**src/source/scc_consts.svh**
```systemverilog
`ifndef SCC_CONSTS_SVH
`define SCC_CONSTS_SVH

// write register indices, as held in the pointer
`define SCC_WR1 4'd1
`define SCC_WR2 4'd2
`define SCC_WR3 4'd3
`define SCC_WR5 4'd5
`define SCC_WR9 4'd9
`define SCC_WR15 4'd15

// wr0 command field, bits 5:3
`define SCC_CMD_RESET_EXT 3'd2
`define SCC_CMD_RX_FIRST 3'd4
`define SCC_CMD_RESET_TXIP 3'd5

// wr9 reset codes, bits 7:6
`define SCC_RST_HW 2'b11
`define SCC_RST_CHA 2'b10

// vector status codes, channel A sources only
`define SCC_VEC_RX 3'b110
`define SCC_VEC_TX 3'b100
`define SCC_VEC_EXT 3'b101
`define SCC_VEC_NONE 3'b011

// ext/status enables after a hardware reset
`define SCC_WR15_RESET 8'hF8

// clk cycles per serial bit, fixed baud
`define SCC_BIT_CLKS 8

`endif

```
**src/source/scc_pkg.sv**
```systemverilog
`default_nettype none

package scc_pkg;

	// one bus or register byte
	typedef logic [7:0] scc_byte_t;

	// register pointer, 0 to 15
	typedef logic [3:0] scc_rindex_t;

	// status field merged into the modified vector
	typedef logic [2:0] scc_vstat_t;

	// shared by transmitter and receiver
	typedef enum logic [1:0] {
		UART_IDLE,
		UART_START,
		UART_DATA,
		UART_STOP
	} scc_uart_state_t;

endpackage

`default_nettype wire

```
**src/source/scc_reg_file.sv**
```systemverilog
`timescale 1ns/1ns
`default_nettype none

`include "scc_consts.svh"

module scc_reg_file import scc_pkg::*; (
	input wire logic clk,
	input wire logic reset_hw,
	input wire logic i_cs,
	input wire logic i_we,
	input wire logic [1:0] i_rs,
	input wire scc_byte_t i_wdata,
	output scc_rindex_t o_rindex,
	output scc_byte_t o_wr1,
	output scc_byte_t o_wr2,
	output scc_byte_t o_wr3,
	output scc_byte_t o_wr5,
	output scc_byte_t o_wr15,
	output logic [5:0] o_wr9_low,
	output scc_byte_t o_tx_data,
	output logic o_tx_start,
	output logic o_rd_data_a,
	output logic o_cmd_reset_ext,
	output logic o_cmd_rx_first,
	output logic o_cmd_reset_txip,
	output logic o_reset_ch,
	output logic o_reset_all
);

	scc_rindex_t rindex;
	scc_rindex_t rindex_latch;
	logic wreg;
	logic wreg_a;
	logic wr_data_a;
	logic wr0_a;
	logic wr9_wr;

	// rs[1] picks data, rs[0] picks side A
	assign wreg = i_cs & i_we & ~i_rs[1];
	assign wreg_a = wreg & i_rs[0];
	assign wr_data_a = i_cs & i_we & (i_rs == 2'b11);
	assign o_rd_data_a = i_cs & ~i_we & (i_rs == 2'b11);

	// commands only through the channel A pointer-0 write
	assign wr0_a = wreg_a & (rindex == 4'd0);
	assign o_cmd_reset_ext = wr0_a & (i_wdata[5:3] == `SCC_CMD_RESET_EXT);
	assign o_cmd_rx_first = wr0_a & (i_wdata[5:3] == `SCC_CMD_RX_FIRST);
	assign o_cmd_reset_txip = wr0_a & (i_wdata[5:3] == `SCC_CMD_RESET_TXIP);

	// wr9 is shared, either side may reset
	assign wr9_wr = wreg & (rindex == `SCC_WR9);
	assign o_reset_all = wr9_wr & (i_wdata[7:6] == `SCC_RST_HW);
	assign o_reset_ch = o_reset_all | (wr9_wr & (i_wdata[7:6] == `SCC_RST_CHA));

	// pointer latch follows control accesses
	always_ff @(posedge clk or posedge reset_hw) begin
		if (reset_hw) begin
			rindex_latch <= '0;
		end else if (i_cs && !i_rs[1]) begin
			rindex_latch <= '0;
			if (i_we && rindex == 4'd0) begin
				rindex_latch[2:0] <= i_wdata[2:0];
				// point high command adds 8
				rindex_latch[3] <= (i_wdata[5:3] == 3'b001);
			end
		end
	end

	// decode pointer only moves between accesses
	always_ff @(posedge clk or posedge reset_hw) begin
		if (reset_hw) begin
			rindex <= '0;
		end else if (!i_cs) begin
			rindex <= rindex_latch;
		end
	end

	assign o_rindex = rindex;

	// wr1 keeps bits 5 and 2 over a channel reset
	always_ff @(posedge clk or posedge reset_hw) begin
		if (reset_hw) begin
			o_wr1 <= '0;
		end else if (o_reset_ch) begin
			o_wr1 <= {2'b00, o_wr1[5], 2'b00, o_wr1[2], 2'b00};
		end else if (wreg_a && rindex == `SCC_WR1) begin
			o_wr1 <= i_wdata;
		end
	end

	// vector base, reachable from both sides
	always_ff @(posedge clk or posedge reset_hw) begin
		if (reset_hw) begin
			o_wr2 <= '0;
		end else if (wreg && rindex == `SCC_WR2) begin
			o_wr2 <= i_wdata;
		end
	end

	always_ff @(posedge clk or posedge reset_hw) begin
		if (reset_hw) begin
			o_wr3 <= '0;
		end else if (wreg_a && rindex == `SCC_WR3) begin
			o_wr3 <= i_wdata;
		end
	end

	// wr5 bits 7 and 4:1 cleared on channel reset
	always_ff @(posedge clk or posedge reset_hw) begin
		if (reset_hw) begin
			o_wr5 <= '0;
		end else if (o_reset_ch) begin
			o_wr5 <= {1'b0, o_wr5[6:5], 4'b0000, o_wr5[0]};
		end else if (wreg_a && rindex == `SCC_WR5) begin
			o_wr5 <= i_wdata;
		end
	end

	// top bits of wr9 are the reset command, only low bits stored
	always_ff @(posedge clk or posedge reset_hw) begin
		if (reset_hw) begin
			o_wr9_low <= '0;
		end else if (o_reset_all) begin
			o_wr9_low <= '0;
		end else if (wr9_wr) begin
			o_wr9_low <= i_wdata[5:0];
		end
	end

	always_ff @(posedge clk or posedge reset_hw) begin
		if (reset_hw) begin
			o_wr15 <= `SCC_WR15_RESET;
		end else if (o_reset_all) begin
			o_wr15 <= `SCC_WR15_RESET;
		end else if (wreg_a && rindex == `SCC_WR15) begin
			o_wr15 <= i_wdata;
		end
	end

	// transmit byte
	always_ff @(posedge clk) begin
		if (wr_data_a) begin
			o_tx_data <= i_wdata;
		end
	end

	// start strobe lines up with the registered byte
	always_ff @(posedge clk or posedge reset_hw) begin
		if (reset_hw) begin
			o_tx_start <= 1'b0;
		end else begin
			o_tx_start <= wr_data_a;
		end
	end

endmodule

`default_nettype wire

```
**src/source/scc_irq.sv**
```systemverilog
`timescale 1ns/1ns
`default_nettype none

`include "scc_consts.svh"

module scc_irq import scc_pkg::*; (
	input wire logic clk,
	input wire logic reset_hw,
	input wire logic i_rx_valid,
	input wire logic i_rd_data_a,
	input wire logic i_tx_busy,
	input wire logic i_dcd,
	input wire scc_byte_t i_wr1,
	input wire scc_byte_t i_wr3,
	input wire scc_byte_t i_wr5,
	input wire logic [5:0] i_wr9_low,
	input wire scc_byte_t i_wr15,
	input wire logic i_cmd_reset_ext,
	input wire logic i_cmd_rx_first,
	input wire logic i_cmd_reset_txip,
	input wire logic i_reset_ch,
	input wire logic i_reset_all,
	output logic o_rx_avail,
	output logic o_dcd_status,
	output logic o_tx_empty,
	output logic [2:0] o_ip,
	output scc_vstat_t o_vstat,
	output logic o_irq_n
);

	logic rx_first;
	logic rx_ip;
	logic tx_busy_q;
	logic tx_ip;
	logic latch_open;
	logic dcd_latch;
	logic do_latch;
	logic ext_ip;

	// char available, dropped by a side A data read
	always_ff @(posedge clk or posedge reset_hw) begin
		if (reset_hw) begin
			o_rx_avail <= 1'b0;
		end else if (i_reset_all) begin
			o_rx_avail <= 1'b0;
		end else if (i_rx_valid) begin
			o_rx_avail <= 1'b1;
		end else if (i_rd_data_a) begin
			o_rx_avail <= 1'b0;
		end
	end

	// armed for the next char in first-char mode
	always_ff @(posedge clk or posedge reset_hw) begin
		if (reset_hw) begin
			rx_first <= 1'b1;
		end else if (i_reset_ch || i_cmd_rx_first) begin
			rx_first <= 1'b1;
		end else if (i_rd_data_a) begin
			rx_first <= 1'b0;
		end
	end

	// wr1 4:3 = 01 first char, 10 all chars
	assign rx_ip = i_wr3[0] & o_rx_avail & (i_wr1[3] ^ i_wr1[4]) & (i_wr1[4] | rx_first);

	// tx buffer empty interrupt on busy falling
	always_ff @(posedge clk or posedge reset_hw) begin
		if (reset_hw) begin
			tx_busy_q <= 1'b0;
			tx_ip <= 1'b0;
		end else begin
			tx_busy_q <= i_tx_busy;
			if (i_reset_ch || !i_wr5[3] || i_cmd_reset_txip) begin
				tx_ip <= 1'b0;
			end else if (i_tx_busy && !tx_busy_q) begin
				// busy rising means a data write was taken
				tx_ip <= 1'b0;
			end else if (!i_tx_busy && tx_busy_q && i_wr1[1]) begin
				tx_ip <= 1'b1;
			end
		end
	end

	assign o_tx_empty = ~i_tx_busy;

	// dcd change while latch open and enabled in wr15
	assign do_latch = latch_open & i_wr15[3] & (i_dcd != dcd_latch);

	// latch tracks dcd while open, freezes when it closes
	always_ff @(posedge clk or posedge reset_hw) begin
		if (reset_hw) begin
			latch_open <= 1'b1;
			dcd_latch <= 1'b0;
			ext_ip <= 1'b0;
		end else if (i_reset_all || i_cmd_reset_ext) begin
			// reopen on the present level
			latch_open <= 1'b1;
			dcd_latch <= i_dcd;
			ext_ip <= 1'b0;
		end else begin
			if (latch_open) begin
				dcd_latch <= i_dcd;
			end
			if (do_latch) begin
				latch_open <= 1'b0;
				ext_ip <= i_wr1[0];
			end
		end
	end

	// latched value only when ext/status watches dcd
	assign o_dcd_status = i_wr15[3] ? dcd_latch : i_dcd;

	assign o_ip = {rx_ip, tx_ip, ext_ip};

	// rx first, then tx, then ext
	always_comb begin
		if (rx_ip) begin
			o_vstat = `SCC_VEC_RX;
		end else if (tx_ip) begin
			o_vstat = `SCC_VEC_TX;
		end else if (ext_ip) begin
			o_vstat = `SCC_VEC_EXT;
		end else begin
			o_vstat = `SCC_VEC_NONE;
		end
	end

	// wr9 bit 3 is master enable
	assign o_irq_n = ~(i_wr9_low[3] & (|o_ip));

endmodule

`default_nettype wire

```
**src/source/scc_uart_tx.sv**
```systemverilog
`timescale 1ns/1ns
`default_nettype none

`include "scc_consts.svh"

module scc_uart_tx import scc_pkg::*; (
	input wire logic clk,
	input wire logic reset_hw,
	input wire logic i_start,
	input wire scc_byte_t i_data,
	output logic o_txd,
	output logic o_busy
);

	localparam int CNT_W = $clog2(`SCC_BIT_CLKS);
	localparam logic [CNT_W-1:0] CNT_LAST = CNT_W'(`SCC_BIT_CLKS - 1);

	scc_uart_state_t state;
	logic [CNT_W-1:0] clk_cnt;
	logic [2:0] bit_cnt;
	scc_byte_t shreg;
	logic bit_end;

	assign bit_end = (state != UART_IDLE) && (clk_cnt == CNT_LAST);

	// start bit, 8 data lsb first, one stop bit
	always_ff @(posedge clk or posedge reset_hw) begin
		if (reset_hw) begin
			state <= UART_IDLE;
			clk_cnt <= '0;
			bit_cnt <= '0;
			o_txd <= 1'b1;
		end else if (state == UART_IDLE) begin
			clk_cnt <= '0;
			// start while busy never gets here
			if (i_start) begin
				state <= UART_START;
				o_txd <= 1'b0;
			end
		end else if (!bit_end) begin
			clk_cnt <= clk_cnt + 1'b1;
		end else begin
			clk_cnt <= '0;
			case (state)
				UART_START: begin
					state <= UART_DATA;
					bit_cnt <= '0;
					o_txd <= shreg[0];
				end
				UART_DATA: begin
					if (bit_cnt == 3'd7) begin
						state <= UART_STOP;
						o_txd <= 1'b1;
					end else begin
						bit_cnt <= bit_cnt + 1'b1;
						o_txd <= shreg[0];
					end
				end
				default: begin
					state <= UART_IDLE;
				end
			endcase
		end
	end

	// shift out one bit per bit period
	always_ff @(posedge clk) begin
		if (state == UART_IDLE && i_start) begin
			shreg <= i_data;
		end else if (bit_end) begin
			shreg <= {1'b0, shreg[7:1]};
		end
	end

	assign o_busy = (state != UART_IDLE);

endmodule

`default_nettype wire

```
**src/source/scc_uart_rx.sv**
```systemverilog
`timescale 1ns/1ns
`default_nettype none

`include "scc_consts.svh"

module scc_uart_rx import scc_pkg::*; (
	input wire logic clk,
	input wire logic reset_hw,
	input wire logic i_rxd,
	output logic o_valid,
	output scc_byte_t o_data
);

	localparam int CNT_W = $clog2(`SCC_BIT_CLKS);
	localparam logic [CNT_W-1:0] CNT_LAST = CNT_W'(`SCC_BIT_CLKS - 1);
	localparam logic [CNT_W-1:0] CNT_HALF = CNT_W'(`SCC_BIT_CLKS / 2 - 1);

	scc_uart_state_t state;
	logic rxd_s1;
	logic rxd_s2;
	logic rxd_q;
	logic [CNT_W-1:0] clk_cnt;
	logic [2:0] bit_cnt;
	scc_byte_t shreg;
	logic sample;

	// two flop sync, third flop for the start edge
	always_ff @(posedge clk or posedge reset_hw) begin
		if (reset_hw) begin
			rxd_s1 <= 1'b1;
			rxd_s2 <= 1'b1;
			rxd_q <= 1'b1;
		end else begin
			rxd_s1 <= i_rxd;
			rxd_s2 <= rxd_s1;
			rxd_q <= rxd_s2;
		end
	end

	// after start midpoint, a full bit lands on each next midpoint
	assign sample = (clk_cnt == CNT_LAST);

	always_ff @(posedge clk or posedge reset_hw) begin
		if (reset_hw) begin
			state <= UART_IDLE;
			clk_cnt <= '0;
			bit_cnt <= '0;
			o_valid <= 1'b0;
		end else begin
			o_valid <= 1'b0;
			clk_cnt <= clk_cnt + 1'b1;
			case (state)
				UART_IDLE: begin
					clk_cnt <= '0;
					if (rxd_q && !rxd_s2) begin
						state <= UART_START;
					end
				end
				UART_START: begin
					if (clk_cnt == CNT_HALF) begin
						clk_cnt <= '0;
						bit_cnt <= '0;
						// still low at mid start, else a glitch
						state <= rxd_s2 ? UART_IDLE : UART_DATA;
					end
				end
				UART_DATA: begin
					if (sample) begin
						bit_cnt <= bit_cnt + 1'b1;
						if (bit_cnt == 3'd7) begin
							state <= UART_STOP;
						end
					end
				end
				default: begin
					if (sample) begin
						state <= UART_IDLE;
						// low stop bit drops the frame
						o_valid <= rxd_s2;
					end
				end
			endcase
		end
	end

	// lsb arrives first
	always_ff @(posedge clk) begin
		if (state == UART_DATA && sample) begin
			shreg <= {rxd_s2, shreg[7:1]};
		end
	end

	// holds last good char for data reads
	always_ff @(posedge clk) begin
		if (state == UART_STOP && sample && rxd_s2) begin
			o_data <= shreg;
		end
	end

endmodule

`default_nettype wire

```
**src/source/scc_top.sv**
```systemverilog
`timescale 1ns/1ns
`default_nettype none

module scc_top import scc_pkg::*; (
	input wire logic clk,
	input wire logic reset_hw,
	input wire logic i_cs,
	input wire logic i_we,
	input wire logic [1:0] i_rs,
	input wire scc_byte_t i_wdata,
	output scc_byte_t o_rdata,
	output logic o_irq_n,
	input wire logic i_rxd,
	output logic o_txd,
	output logic o_rts,
	input wire logic i_dcd
);

	scc_rindex_t rindex;
	scc_byte_t wr1;
	scc_byte_t wr2;
	scc_byte_t wr3;
	scc_byte_t wr5;
	scc_byte_t wr15;
	logic [5:0] wr9_low;
	scc_byte_t tx_data;
	logic tx_start;
	logic tx_busy;
	logic rd_data_a;
	logic cmd_reset_ext;
	logic cmd_rx_first;
	logic cmd_reset_txip;
	logic reset_ch;
	logic reset_all;
	logic rx_valid;
	scc_byte_t rx_data;
	logic rx_avail;
	logic dcd_status;
	logic tx_empty;
	logic [2:0] ip;
	scc_vstat_t vstat;
	scc_byte_t rr0;
	scc_byte_t rr1;
	scc_byte_t rr2_b;
	scc_byte_t rr3;
	scc_byte_t rr15;

	scc_reg_file reg_file0 (
		.clk(clk),
		.reset_hw(reset_hw),
		.i_cs(i_cs),
		.i_we(i_we),
		.i_rs(i_rs),
		.i_wdata(i_wdata),
		.o_rindex(rindex),
		.o_wr1(wr1),
		.o_wr2(wr2),
		.o_wr3(wr3),
		.o_wr5(wr5),
		.o_wr15(wr15),
		.o_wr9_low(wr9_low),
		.o_tx_data(tx_data),
		.o_tx_start(tx_start),
		.o_rd_data_a(rd_data_a),
		.o_cmd_reset_ext(cmd_reset_ext),
		.o_cmd_rx_first(cmd_rx_first),
		.o_cmd_reset_txip(cmd_reset_txip),
		.o_reset_ch(reset_ch),
		.o_reset_all(reset_all)
	);

	scc_irq irq0 (
		.clk(clk),
		.reset_hw(reset_hw),
		.i_rx_valid(rx_valid),
		.i_rd_data_a(rd_data_a),
		.i_tx_busy(tx_busy),
		.i_dcd(i_dcd),
		.i_wr1(wr1),
		.i_wr3(wr3),
		.i_wr5(wr5),
		.i_wr9_low(wr9_low),
		.i_wr15(wr15),
		.i_cmd_reset_ext(cmd_reset_ext),
		.i_cmd_rx_first(cmd_rx_first),
		.i_cmd_reset_txip(cmd_reset_txip),
		.i_reset_ch(reset_ch),
		.i_reset_all(reset_all),
		.o_rx_avail(rx_avail),
		.o_dcd_status(dcd_status),
		.o_tx_empty(tx_empty),
		.o_ip(ip),
		.o_vstat(vstat),
		.o_irq_n(o_irq_n)
	);

	scc_uart_tx uart_tx0 (
		.clk(clk),
		.reset_hw(reset_hw),
		.i_start(tx_start),
		.i_data(tx_data),
		.o_txd(o_txd),
		.o_busy(tx_busy)
	);

	scc_uart_rx uart_rx0 (
		.clk(clk),
		.reset_hw(reset_hw),
		.i_rxd(i_rxd),
		.o_valid(rx_valid),
		.o_data(rx_data)
	);

	// rts mirrors char available
	assign o_rts = rx_avail;

	// bit 6 underrun/eom, bit 5 cts taken from tx empty
	assign rr0 = {1'b0, 1'b1, tx_empty, 1'b0, dcd_status, tx_empty, 1'b0, rx_avail};

	// residue code 011, all sent
	assign rr1 = {5'b00000, 2'b11, tx_empty};

	// channel B pending bits always zero
	assign rr3 = {2'b00, ip, 3'b000};

	assign rr15 = {wr15[7:3], 1'b0, wr15[1], 1'b0};

	// status high puts the code reversed in 6:4
	assign rr2_b = wr9_low[4] ? {wr2[7], vstat[0], vstat[1], vstat[2], wr2[3:0]}
		: {wr2[7:4], vstat, wr2[0]};

	always_comb begin
		case (i_rs)
			2'b11: o_rdata = rx_data;
			2'b10: o_rdata = 8'hFF;
			2'b01: begin
				case (rindex)
					4'd0, 4'd4: o_rdata = rr0;
					4'd1, 4'd5: o_rdata = rr1;
					4'd2, 4'd6: o_rdata = wr2;
					4'd3, 4'd7: o_rdata = rr3;
					4'd11, 4'd15: o_rdata = rr15;
					default: o_rdata = 8'h00;
				endcase
			end
			default: begin
				// side B only has the modified vector
				if (rindex == 4'd2 || rindex == 4'd6) begin
					o_rdata = rr2_b;
				end else begin
					o_rdata = 8'hFF;
				end
			end
		endcase
	end

endmodule

`default_nettype wire

```
**config.mk**
```make
export PLATFORM = sky130hd
export DESIGN_NAME = scc_top
export DESIGN_NICKNAME = d
export VERILOG_FILES = /design/src/source/scc_pkg.sv /design/src/source/scc_reg_file.sv /design/src/source/scc_irq.sv /design/src/source/scc_uart_tx.sv /design/src/source/scc_uart_rx.sv /design/src/source/scc_top.sv
export VERILOG_INCLUDE_DIRS = /design/src /design/src/source
export SDC_FILE = /design/constraint.sdc
export NUM_CORES = 1
export LEC_CHECK = 0
export ABC_CLOCK_PERIOD_IN_PS = 3500
export BUFFER_PORTS_ARGS = -buffer_cell sky130_fd_sc_hd__buf_4
export CORE_ASPECT_RATIO = 0.6
export CORE_MARGIN = 4
export CORE_UTILIZATION = 60
export DETAILED_ROUTE_END_ITERATION = 10
export HOLD_SLACK_MARGIN = 0.02
export PLACE_DENSITY = 0.78
export REMOVE_ABC_BUFFERS = 1
export SYNTH_ARGS = -nofsm -noshare
export SYNTH_HDL_FRONTEND = slang
export SYNTH_HIERARCHICAL = 1
export SYNTH_SLANG_ARGS = --single-unit
export TNS_END_PERCENT = 10
```
**constraint.sdc**
```tcl
create_clock -name clk -period 3.5 [get_ports clk]
set_input_delay 0.35 -clock clk [delete_from_list [all_inputs] [get_ports clk]]
set_output_delay 0.35 -clock clk [all_outputs]
set_load 0.01 [all_outputs]
```
==> results.cfg, run 1 <==
[timing]
tns_ns = 0
hold_violations = 0
final_max_slew_viol_count = 0
tightest_slew_ns = 0.781
finalCritPeriodShare = 0.766
finalCriticalPeriod_ns = 2.68
slew_headroom = 0.479
rsz0062_at_grt = false
setup_ws_ns = 0.818
finClkSkew_ns = 0.00488
finalSetupViolCount = 0
timing.fmax_ghz = 0.373

[critical_path]
critPathCaptureType = flip-flop
worst_path_max_delay_cell = or4b_1
worstPathMaxFanout = 8
crit_chain = or4b_1 > or4_4 > nor4b_2 > nor3_1 > mux2_2
cp_top_family = simple AND/OR/NAND/NOR gates
cp.required_ns = 3.73
critPathBufInv = 0
path_class = flip-flop to flip-flop
critPathArrivalTime_ns = 2.91
startpoint_type = flip-flop
max_stage_delay_ns = 0.74

[cells_and_area]
diodes = 0
final_common_cell = dfrtp_1
layout-drive-gt1-share = 0.257
fillers = 520
fin_nets = 425
final_util = 0.700
final_cell_mix = dfrtp_1, edfxtp_1, buf_4
area_growth_pct = 12.6

[power_and_ir_drop]
leakagePower_nw = 2.13
finalPower_w = 0.00326
power_density_mw_per_mm2 = 638
peakVddDrop_uv = 355

[clocking]
clk_path_buf_depth = 2
clock_latency_ns = 0.34
clk_pin_slew_ns = 0.06
cts_buffers = 9
htree_levels = 3
cts_sinks = 91
cts_tree = done
cts_setup_buffers = 0
cts_root_buf = clkbuf_16

[global_route]
antenna_found_initial = 0
grt_max_degree = 25
grtUsageTotal = 0.232
grt.overflow.total = 0
grt_first_pass_wirelength_um = 15700
grt_pass1_vias = 2872

[floorplanning]
chipWidth_um = 120
io_pins = 27
core-area_mm2 = 0.00730
rows = 24
start_util = 0.621
fp.dieArea_mm2 = 0.00906
die_h_um = 75.3

[placed_design]
portBuffers = 26
place_ws_ns = 0.863
hpwl_um = 6850
place_congestion = 0.926

[synthesis]
yosysWarnings = 6
syn_inst = 382
synth.avg_cell_area_um2 = 11.9
netlist_area_mm2 = 0.00453

[detailed_routing]
avgRoutedWirePerCell_um = 19.4
postRouteAntennaNets = 0
drt_pass1_iterations = 5
drt-initial-drc-count = 362
via_count = 3088
vias_per_cell = 6.11
drc = 0
totalWireLength_um = 9790

[job]
cap_violations = 0

[hold_path]
hold_class = input port to flip-flop

[status]
run_status = completed
## through the flow
stage	std cells	hold WS [ns]	instance area, um^2
after floorplan	356	0.152	4390
after global placement	488	0.332	4730
after detailed placement	488	0.332	4730
after CTS	505	0.100	5110
after global routing	505	0.0988	5110
final	505	0.113	5110
## path summary, 6_finish.rpt
kind                                        from             endpoint  slack (ns)  depth (start not counted)
setup reg to reg           reg_file0/o_rindex[2]       irq0/dcd_latch        0.82                          5
hold / removal                             i_rxd      uart_rx0/rxd_s1        0.11                          1
max in group asynchronous               reset_hw  reg_file0/o_wr15[5]        2.15                          4
setup / recovery           reg_file0/o_rindex[2]       irq0/dcd_latch        0.82                          5
min in group asynchronous               reset_hw       irq0/tx_busy_q        0.52                          3
hold reg to reg                  uart_rx0/rxd_s1      uart_rx0/rxd_s2        0.36                          0
## flip-flops by register name, indices dropped and copies added, names as in the netlist, 3 cells and up
signal                  count
reg_file0/o_wr1             4
uart_tx0/bit_cnt            3
uart_tx0/clk_cnt            3
uart_rx0/shreg              8
reg_file0/o_tx_data         8
reg_file0/o_wr2             8
uart_rx0/o_data             8
reg_file0/o_wr15            6
uart_rx0/clk_cnt            3
reg_file0/o_rindex          4
uart_rx0/bit_cnt            3
reg_file0/rindex_latch      4
uart_tx0/shreg              8
## area by class of cell
class | count | area, um^2 | area share
Sequential cell | 91 | 2450 | 0.480
Inverter | 21 | 78.8 | 0.0154
Timing Repair Buffer | 29 | 220 | 0.0431
Clock inverter | 7 | 145 | 0.0284
Tap cell | 104 | 130 | 0.0255
Multi-Input combinational cell | 244 | 1860 | 0.364
Clock buffer | 9 | 225 | 0.0441
## worst reg2reg max path, cell delays in order, from the launching register on
cell	delay, ns
dfrtp_1	0.46
or4b_1	0.74
or4_4	0.58
nor4b_2	0.41
nor3_1	0.11
mux2_2	0.28
## power breakdown
part,internal (W),switching (W),leakage [nW],total (W)
clock network,0.000775,0.000410,0.177,0.00119
logic,0.000300,0.000313,0.925,0.000613
registers,0.00129,0.000173,1.03,0.00146
## per-layer routing
metal	global-route usage	vias to the layer above	routed length [um]
met3	0.0794	28	957
met1	0.342	1508	4530
met2	0.325	133	4090
met5	0	-	0
met4	0.0804	0	207
li1	-	1419	-
## what timing repair did
action	CTS	global route
hold endpoints to repair	13	0
hold buffers	1	0
gates resized for setup	0	0
Note: power is estimated with default switching activity, not from simulation.
==> inputs of run 2 (changes only) <==
ABC_AREA = 1   (was unset)
ABC_CLOCK_PERIOD_IN_PS = 2300   (was 3500)
CORE_UTILIZATION = 56   (was 60)
PLACE_DENSITY = 0.77   (was 0.78)
clock period = 2.3 ns   (was 3.5 ns; I/O delays follow)
==> run 2 against run 1 <==
Compared with the run above: routed wire length rose by 4.5%; clock power is 14% higher; combinational power rose by 49%; critical path type is now flip-flop to output pin; highest routed layer unchanged.
==> results.cfg, run 2 <==
[clocking]
clk_path_buf_depth = 2
htree_levels = 3
cts_root_buf = clkbuf_16
cts_tree = done
cts_sinks = 91
clock_latency_ns = 0.34
clk_pin_slew_ns = 0.06
cts_buffers = 9

[synthesis]
netlist_area_mm2 = 0.00465
yosysWarnings = 6
syn_inst = 525
synth.avg_cell_area_um2 = 8.87

[global_route]
grt_first_pass_wirelength_um = 17600
grtUsageTotal = 0.229
grt_max_degree = 32
grtUsageMet2 = 0.346
antenna_found_initial = 0
grt_pass1_vias = 3543
gr-usage-met1 = 0.320
grt.overflow.total = 0
grt_use_met3 = 0.0775
grt-busiest-layer = met2

[critical_path]
r2r_end = irq0/ext_ip
reg2reg_slack_ns = 0.50
reg2regPathDepth = 7
critPathCaptureType = output pin
r2r-start = reg_file0/o_rindex[0]
critPathArrivalTime_ns = 1.86
path_class = flip-flop to output pin
startpoint_type = flip-flop
worstPathMaxFanout = 13
cp.required_ns = 2.07

[timing]
finClkSkew_ns = 0.00507
hold_violations = 0
setup_ws_ns = 0.210
finalCritPeriodShare = 0.908
finalSetupViolCount = 0
tightest_slew_ns = 0.583
tns_ns = 0
slew_headroom = 0.611
timing.fmax_ghz = 0.479
rsz0062_at_grt = false
finalCriticalPeriod_ns = 2.09
final_max_slew_viol_count = 0

[placed_design]
place_ws_ns = 0.548
place_congestion = 0.880
hpwl_um = 7620
portBuffers = 26

[detailed_routing]
totalWireLength_um = 10200
avgRoutedWirePerCell_um = 15.3
via_count = 3639
drc = 0
postRouteAntennaNets = 0
vias_per_cell = 5.46
drt-initial-drc-count = 386
drt_pass1_iterations = 6

[status]
run_status = completed

[cells_and_area]
fillers = 662
final_cell_mix = nand2_1, inv_1, nand3_1
area_growth_pct = 11.8
layout-drive-gt1-share = 0.188
final_common_cell = nand2_1
fin_nets = 583
regArea_mm2 = 0.00245
diodes = 0
multi_input_area_mm2 = 0.00184

[hold_path]
holdCritStartpoint = i_wdata[2]
holdPathEnd = reg_file0/o_tx_data[2]
hold_class = input port to flip-flop
hold_depth = 1

[floorplanning]
start_util = 0.584
core-area_mm2 = 0.00798
rows = 25
chipWidth_um = 126
fp.dieArea_mm2 = 0.00988
io_pins = 27
die_h_um = 78.6

[power_and_ir_drop]
leakagePower_nw = 2.52
peakVddDrop_uv = 721
power_density_mw_per_mm2 = 840

[job]
cap_violations = 0
## run 2: report_power, final
part	switching, W	internal (W)	leakage (nW)
clock	0.000621	0.000737	0.128
combinational	0.000584	0.000329	1.34
sequential	0.000198	0.00190	1.05
total	0.00140	0.00297	2.52
## run 2: how the worst max path moves through the flow
| stage | startpoint | to | depth (start not counted) |
|---|---|---|---|
| 6_report | reg_file0/o_rindex[0] | o_rdata[1] | 8 |
| 4_1_cts | uart_tx0/state[0] | o_rdata[0] | 9 |
| 3_3_place_gp | uart_tx0/state[0] | o_rdata[0] | 9 |
| 5_1_grt | reg_file0/o_rindex[0] | o_rdata[2] | 8 |
| 3_5_place_dp | reg_file0/o_rindex[0] | irq0/ext_ip | 7 |
| 2_1_floorplan | uart_rx0/clk_cnt[0] | uart_rx0/o_data[0] | 4 |
## run 2: worst max-delay path: stages, from the launching register on
cell and delay [ns]:
dfrtp_1 0.71, clkinv_4 0.19, nand3_4 0.16, inv_6 0.07, nand2_2 0.05, nand3_1 0.06, nand2_1 0.07, nand2_1 0.06
buf_4 0.14
## run 2: layout make-up
cell class,count,share of cell area
Inverter,64,0.0510
Sequential cell,91,0.471
Clock buffer,11,0.0447
Tap cell,108,0.0260
Clock inverter,5,0.00721
Multi-Input combinational cell,356,0.353
Timing Repair Buffer,32,0.0471
## run 2: per-layer routing
layer	part of all wire	wire length [um]
met3	0.090	919
met5	0	0
met1	0.46	4690
met4	0.013	129
met2	0.44	4500
## run 2: what timing repair did
| item | 4_1_cts | 5_1_grt |
|---|---|---|
| endpoints found under the hold margin | 43 | 0 |
| resized for setup | 0 | 1 |
| hold buffers | 2 | 0 |
| setup endpoints to repair | 0 | 3 |
| setup buffers | 0 | 0 |
## run 2: per-stage QoR
stage	total power, W	utilization	hold slack (ns)	instances	instance area, um^2
6_report	0.00437	0.652	0.0886	667	5200
5_1_grt	0.00466	0.652	0.0725	667	5200
4_1_cts	0.00438	0.652	0.0817	667	5200
3_5_place_dp	0.00302	0.616	0.245	649	4910
3_3_place_gp	0.00297	0.616	0.237	649	4910
2_1_floorplan	0.00272	-	0.0319	511	4550
==> inputs of run 3 (changes only) <==
ABC_AREA = 0   (was 1)
CTS_BUF_LIST = sky130_fd_sc_hd__clkbuf_16   (was unset)
==> run 3 against run 2 <==
Compared with the run above: the flow now finishes with violations (negative setup slack); die area down 2.4%; clock-buffer cell count down 2; setup slack worse by 0.22 ns; routed wire length grew 0.46%; cell area fell by 0.48%; critical path depth unchanged; power increased by 8.4%; via count decreased by 12%; global-route usage fell by 0.052 points; utilization increased by 0.46 points; flip-flop and latch count stayed put; critical endpoint is now o_rdata[4]; highest routed layer unchanged.
==> results.cfg, run 3 (synthesized netlist as in run 1, its figures left out) <==
[detailed_routing]
drt-initial-drc-count = 362
avgRoutedWirePerCell_um = 19.8
postRouteAntennaNets = 0
drt_pass1_iterations = 5
drc = 0
totalWireLength_um = 10300
vias_per_cell = 6.18
via_count = 3211

[timing]
finClkSkew_ns = 0.00509
slew_headroom = 0.662
tightest_slew_ns = 0.505
hold_violations = 0
rsz0062_at_grt = true
final_max_slew_viol_count = 0
setup_ws_ns = -0.00467
finalSetupViolCount = 1
tns_ns = -0.00467
finalCritPeriodShare = 1.00
finalCriticalPeriod_ns = 2.30
timing.fmax_ghz = 0.434

[critical_path]
critPathCaptureType = output pin
worst_path_max_delay_cell = dfrtp_1
crit_chain = nand3b_1 > a21oi_4 > or3_4 > mux2i_2 > a22oi_1 > a41oi_1 > o21ai_1 > buf_4
r2r-start = reg_file0/o_rindex[2]
critPathArrivalTime_ns = 2.07
cp_top_family = simple AND/OR/NAND/NOR gates
worstPathMaxFanout = 5
crit_start = reg_file0/o_wr1[4]
path_class = flip-flop to output pin
critPathBufInv = 1
cp.required_ns = 2.07
startpoint_type = flip-flop
max_stage_delay_ns = 0.40

[floorplanning]
fp.dieArea_mm2 = 0.00965
chipWidth_um = 124
io_pins = 27
start_util = 0.575
rows = 25
die_h_um = 77.7
core-area_mm2 = 0.00788

[cells_and_area]
fin_nets = 436
fillers = 599
area_growth_pct = 14.2
multi_input_area_mm2 = 0.00190
final_cells = 520
layout-drive-gt1-share = 0.284
regArea_mm2 = 0.00245
final_common_cell = dfrtp_1
diodes = 0
final_cell_mix = dfrtp_1, buf_4, edfxtp_1

[status]
violations = negative setup slack
run_status = finished with violations

[hold_path]
holdCritStartpoint = i_wdata[6]
hold_class = input port to flip-flop

[clocking]
htree_levels = 3
clk_path_buf_depth = 2
clock_latency_ns = 0.34
cts_sinks = 91
cts_root_buf = clkbuf_16
cts_buffers = 9
cts_tree = done
clk_pin_slew_ns = 0.06

[job]
cap_violations = 0

[global_route]
grt_max_degree = 32
grtUsageTotal = 0.228
grt_first_pass_wirelength_um = 16400
grt.overflow.total = 0
grt_pass1_vias = 3189
antenna_found_initial = 0

[placed_design]
place_congestion = 0.848
placedCellCount = 500
hpwl_um = 7160
portBuffers = 26

[power_and_ir_drop]
p_int_w = 0.00339
pwr-share-clk = 0.321
peakVddDrop_uv = 438
p_sw_frac = 0.284
power_density_mw_per_mm2 = 915
power_switching_w = 0.00135
leakagePower_nw = 2.18
p_comb_frac = 0.215
p_seq_frac = 0.464
## run 3: worst paths after layout
| path | endpoint | slack, ns | depth (start not counted) |
|---|---|---|---|
| worst max-delay path | o_rdata[4] | -0.005 | 8 |
| worst min-delay path | reg_file0/o_tx_data[6] | 0.12 | 1 |
| worst max register to register | irq0/dcd_latch | 0.07 | 5 |
| worst min register to register | uart_rx0/rxd_s2 | 0.36 | 0 |
| max in group asynchronous | reg_file0/o_wr15[6] | 1.41 | 4 |
| min in group asynchronous | irq0/tx_ip | 0.40 | 3 |
## run 3: through the flow
step / hold slack [ns] / worst slack (ns) / power [W] / utilization / instance area, um^2
CTS: 0.109 / 0.0125 / 0.00474 / 0.650 / 5120
global route: 0.104 / -0.136 / 0.00501 / 0.657 / 5180
global placement: 0.212 / 0.0544 / 0.00315 / 0.608 / 4790
detailed placement: 0.218 / 0.0370 / 0.00321 / 0.608 / 4790
floorplan: 0.0319 / -0.293 / 0.00284 / - / 4390
finish: 0.121 / -0.00467 / 0.00474 / 0.657 / 5180
## run 3: area by class of cell
class	count	area share
well taps	108	0.0261
multi-input cells	244	0.366
flip-flops and latches	91	0.473
repair buffers	40	0.0590
clock buffers	9	0.0435
clock inverters	7	0.0167
inverters	21	0.0152
## run 3: repair_timing
action,4_1_cts,5_1_grt
gates resized for setup,0,8
setup endpoints to repair,0,8
hold buffers,2,0
endpoints found under the hold margin,49,0
buffers inserted,0,2
## run 3: power groups by stage
| stage | clock network [W] | logic [W] | registers (W) |
|---|---|---|---|
| finish | 0.00152 | 0.00102 | 0.00220 |
| detailed placement | 0 | 0.000998 | 0.00221 |
| global placement | 0 | 0.000946 | 0.00220 |
| global route | 0.00163 | 0.00114 | 0.00224 |
| floorplan | 0 | 0.000670 | 0.00217 |
| CTS | 0.00155 | 0.00100 | 0.00219 |
## run 3: metal layers
layer  vias up  global-route usage  wire length [um]
met3        18              0.0743               994
li1       1440                   -                 -
met5         -                   0                 0
met4         0              0.0667               147
met2       138               0.330              4580
met1      1615               0.329              4560
